$ cat config.mk
export PLATFORM = sky130hd
export DESIGN_NAME = sync_fifo
export DESIGN_NICKNAME = d
export VERILOG_FILES = /design/src/verilog/sync_fifo.sv
export SDC_FILE = /design/constraint.sdc
export NUM_CORES = 1
export LEC_CHECK = 0
export BUFFER_PORTS_ARGS = -buffer_cell sky130_fd_sc_hd__buf_2
export CORE_MARGIN = 4
export CORE_UTILIZATION = 35
export DETAILED_ROUTE_END_ITERATION = 8
export PLACE_DENSITY_LB_ADDON = 0.1
export SYNTH_ARGS = -nofsm -noshare
export SYNTH_HDL_FRONTEND = slang
export SYNTH_SLANG_ARGS = --single-unit
$ cat constraint.sdc
create_clock -name clk -period 5.7 [get_ports clk]
set_clock_uncertainty 0.2 [all_clocks]
set_input_delay 0.57 -clock clk [delete_from_list [all_inputs] [get_ports clk]]
set_output_delay 0.57 -clock clk [all_outputs]
set_load 0.05 [all_outputs]
$ cat src/verilog/sync_fifo.sv
// Show-ahead FIFO; NUM_ENTRIES must be a power of two, and enqueue when full or dequeue when empty is not checked
`timescale 1ns/10ps
`default_nettype none

module sync_fifo
	#(
		parameter int DATA_WIDTH = 64,
		parameter int NUM_ENTRIES = 4,
		parameter int ALMOST_FULL_THRESHOLD = NUM_ENTRIES,
		parameter int ALMOST_EMPTY_THRESHOLD = 1
	)
	(
		input wire clk,
		input wire reset,
		input wire flush_en,
		output logic full,
		output logic almost_full,
		input wire enqueue_en,
		input wire logic [DATA_WIDTH - 1:0] value_i,
		output logic empty,
		output logic almost_empty,
		input wire dequeue_en,
		output logic [DATA_WIDTH - 1:0] value_o
	);

	// Read and write pointers into the circular buffer
	// They wrap on overflow, which is why the depth is a power of two
	logic [$clog2(NUM_ENTRIES) - 1:0] head;
	logic [$clog2(NUM_ENTRIES) - 1:0] tail;

	// Occupancy needs one more bit than the pointers to tell full from empty
	logic [$clog2(NUM_ENTRIES):0] count;

	// Entry storage
	logic [DATA_WIDTH - 1:0] data[NUM_ENTRIES];

	// All flags come straight from the count
	// They change right after the edge that changes the count
	assign almost_full = count >= ALMOST_FULL_THRESHOLD;
	assign almost_empty = count <= ALMOST_EMPTY_THRESHOLD;
	assign full = count == NUM_ENTRIES;
	assign empty = count == 0;

	// Show-ahead output
	// The head entry is visible without a read strobe
	assign value_o = data[head];

	// Pointer and count state
	always_ff @(posedge clk, posedge reset)
	begin
		if (reset)
		begin
			head <= '0;
			tail <= '0;
			count <= '0;
		end
		else if (flush_en)
		begin
			// Flush drops everything and wins over a push or pop at the same edge
			head <= '0;
			tail <= '0;
			count <= '0;
		end
		else
		begin
			if (enqueue_en)
				tail <= tail + 1'b1;

			if (dequeue_en)
				head <= head + 1'b1;

			// A push and a pop together leave the occupancy unchanged
			if (enqueue_en && !dequeue_en)
				count <= count + 1'b1;
			else if (dequeue_en && !enqueue_en)
				count <= count - 1'b1;
		end
	end

	// Entry write
	// Nothing is stored at an edge that flushes the queue
	always_ff @(posedge clk)
	begin
		if (enqueue_en && !flush_en)
			data[tail] <= value_i;
	end

endmodule

`default_nettype wire

==> metrics.md <==
| Metric | Value |
|---|---|
| Vias per cell | 4.68 |
| Core box area | 0.0272 mm2 |
| Layout cells sized above 1 | 0.440 |
| Flops & latches, synth | 263 |
| Hold WC Path Type | in2reg |
| Most common cell in the synthesized netlist | edfxtp_1 |
| FF+latch area | 0.00787 mm2 |
| Relative slew margins | 0.280 |
| Max Fanout on Critical Path | 37 |
| GRT overflow | 0 |
| CTS tree | done |
| H-tree level count | 1 |
| Mapped Cells | 388 |
| Number of routed nets with antenna violations | 0 |
| RSZ-0062 raised after global routing | false |
| Post-DP HPWL | 10000 um |
| Num rows | 60 |
| Mean Syn Cell Area | 25.1 um2 |
| Worst slew pin tran | 1.08 ns |
| Max-slew violations | 0 |
| Boundary Pins | 137 |
| Worst path cell trace | buf_12 > mux4_2 > buf_2 |
| WL per Instance | 19.9 um |
| Global-route wire length before repair | 28400 um |
| CTS sink count | 263 |
| Dpl ws | 2.77 ns |
| Number of global-route vias before repair | 4866 |
| Min cycle time layout | 3.40 ns |
| Yosys top cell area share | 0.789 |
| Post-synth EDFFs | 256 |
| Initial Util | 0.358 |
| Placed cell area | 0.0108 mm2 |
| Iter 0 DRT Violations | 229 |
| Max incr delay on CP | 0.85 ns |
| Reg clk slew, reported paths | 0.06 ns |
| Max-cap violations | 0 |
| Pin count of the biggest net entering global routing | 66 |
| Die area | 0.0306 mm2 |
| Final Power | 4.48 mW |
| Clock Path Buffers | 3 |
| GRT Util Overall | 0.120 |
| Register area share after synthesis | 0.807 |
| Async SR Flop Fraction | 0.0266 |
| Final Util | 0.430 |
| Ys Warns | 0 |
| Drt total wl | 18600 um |
| Vias | 4353 |
| Worst Setup End Kind | primary output |
| DIE WIDTH | 175 um |
| WP data required | 4.93 ns |
| Initial antenna violation count | 0 |
| Maximum VDD drop | 0.211 mV |
| Nets | 616 |
| Area delta synth->final | 20.0% |
| Final setup vio count | 0 |
| Outcome | finished, final reports clean |
| CP Class | reg2out |
| Final hold vios | 0 |
| Clk_lat worst skew | 0.53 ns |
| Syn_nets | 465 |
| Yosys top cell by area | edfxtp_1 |
| Port Buf Inserts | 136 |
| Post-CTS Resized | 0 |
| Clock root cell | clkbuf_16 |
| Leak pwr | 3.91 nW |
| DRC | 0 |
| Tcrit/Tclk final | 0.596 |
| Filler Cell Count | 2410 |
| Commonest cells in the netlist | 256 x edfxtp_1, 64 x mux4_2, 8 x ha_1 |
| Die H | 175 um |
| TritonCTS Buffers | 28 |
| Worst Path Arrival | 2.63 ns |
| Fin area | 0.0117 mm2 |
| Yosys cell types | 23 |
| Slowest CP cell | dfrtp_4 |
| Primary FF master, synth | edfxtp_1 |
| TritonRoute pass-1 iters | 4 |
| Fmax | 294 MHz |
| Inserted Diodes | 0 |
| Synthesized area | 0.00974 mm2 |
| Family with the most delay on the worst path | flip-flops |
| Final TNS setup | 0 ns |
| Crit start category | flop |
| Global placement routability congestion | 0.641 |
| Crit path buf inv count | 2 |
| Area of the multi-input gates | 0.00175 mm2 |
| Top post-synthesis cells by area | edfxtp_1 79%, mux4_2 15%, dfrtp_1 1.8% |
| Final WS setup | 2.30 ns |
| Power per cell area | 384 mW/mm2 |
## where the power goes
part,leakage (nW),internal (mW),total (mW),switching [mW]
registers,2.41,2.18,2.23,0.0458
clock network,0.427,1.00,1.70,0.701
logic,1.07,0.173,0.548,0.375
total,3.91,3.36,4.48,1.12
## final cells by class
| cell class | count | share of cell area |
|---|---|---|
| Timing Repair Buffer | 138 | 0.0608 |
| Tap cell | 372 | 0.0398 |
| Sequential cell | 263 | 0.673 |
| Clock buffer | 35 | 0.0630 |
| Inverter | 5 | 0.00161 |
| Clock inverter | 15 | 0.0117 |
| Multi-Input combinational cell | 103 | 0.150 |
## state kept, by name, indices dropped and copies added (netlist names)
signal,count
data,256
count,3
head,2
tail,2
## metrics by stage
step | hold slack [ns] | std cells
6_report | 0.0434 | 931
5_1_grt | 0.0183 | 931
4_1_cts | 0.0144 | 931
3_5_place_dp | 0.332 | 880
3_3_place_gp | 0.315 | 880
2_1_floorplan | 0.173 | 388
## cell families after synthesis
logic type / after synthesis / synth area share
AOI/OAI and AO/OA: 4 / 0.00308
xor gates and xnor gates: 5 / 0.00450
adders and majority gates: 8 / 0.0103
buffers and inverters: 22 / 0.0140
DFF: 263 / 0.807
muxes: 65 / 0.149
and+or+nand+nor: 21 / 0.0118
## layout by cell type, fill, tap and decap left out
master	n
buf_2	136
clkinv_2	5
inv_6	1
clkinv_1	5
clkbuf_16	28
dfrtp_4	2
ha_1	8
clkinv_8	1
mux2i_1	1
clkinvlp_4	1
nor2b_1	3
xor2_1	1
nor2_1	6
clkbuf_8	1
xnor2_1	4
mux4_2	64
a211oi_1	1
dfrtp_1	5
edfxtp_1	256
dlygate4sd3_1	1
nand2b_1	1
buf_12	1
o211a_1	1
a21oi_1	1
and3b_1	2
and2_1	1
nor3_1	3
bufinv_16	2
o21a_1	1
nand2_1	1
inv_1	5
clkbuf_1	6
and2_4	4
## final timing paths
check / from / to / slack (ns) / cells after the start
hold / removal: value_i[31] / data[3][31] / 0.04 / 1
setup reg to reg: tail[0] / data[2][21] / 3.59 / 3
min in group asynchronous: reset / count[1] / 0.32 / 3
setup / recovery: head[0] / value_o[3] / 2.30 / 3
max in group asynchronous: reset / head[0] / 4.73 / 3
hold reg to reg: tail[1] / tail[1] / 0.41 / 2
## timing repair
action,in CTS,in global routing
endpoints found under the hold margin,7,0
setup buffers,0,0
hold buffers,1,0
## worst register-to-register path: stages (launching register included)
cell,delay (ns)
dfrtp_1,0.42
inv_1,0.10
ha_1,0.15
and2_4,0.84
## per-layer routing
| metal | track usage | share of wire | up-vias |
|---|---|---|---|
| met5 | 0 | 0 | - |
| met2 | 0.205 | 0.50 | 108 |
| met1 | 0.154 | 0.42 | 2270 |
| li1 | - | - | 1942 |
| met4 | 0.0337 | 0.024 | 0 |
| met3 | 0.0296 | 0.050 | 33 |
No activity file was read; power rests on OpenSTA's default activity.
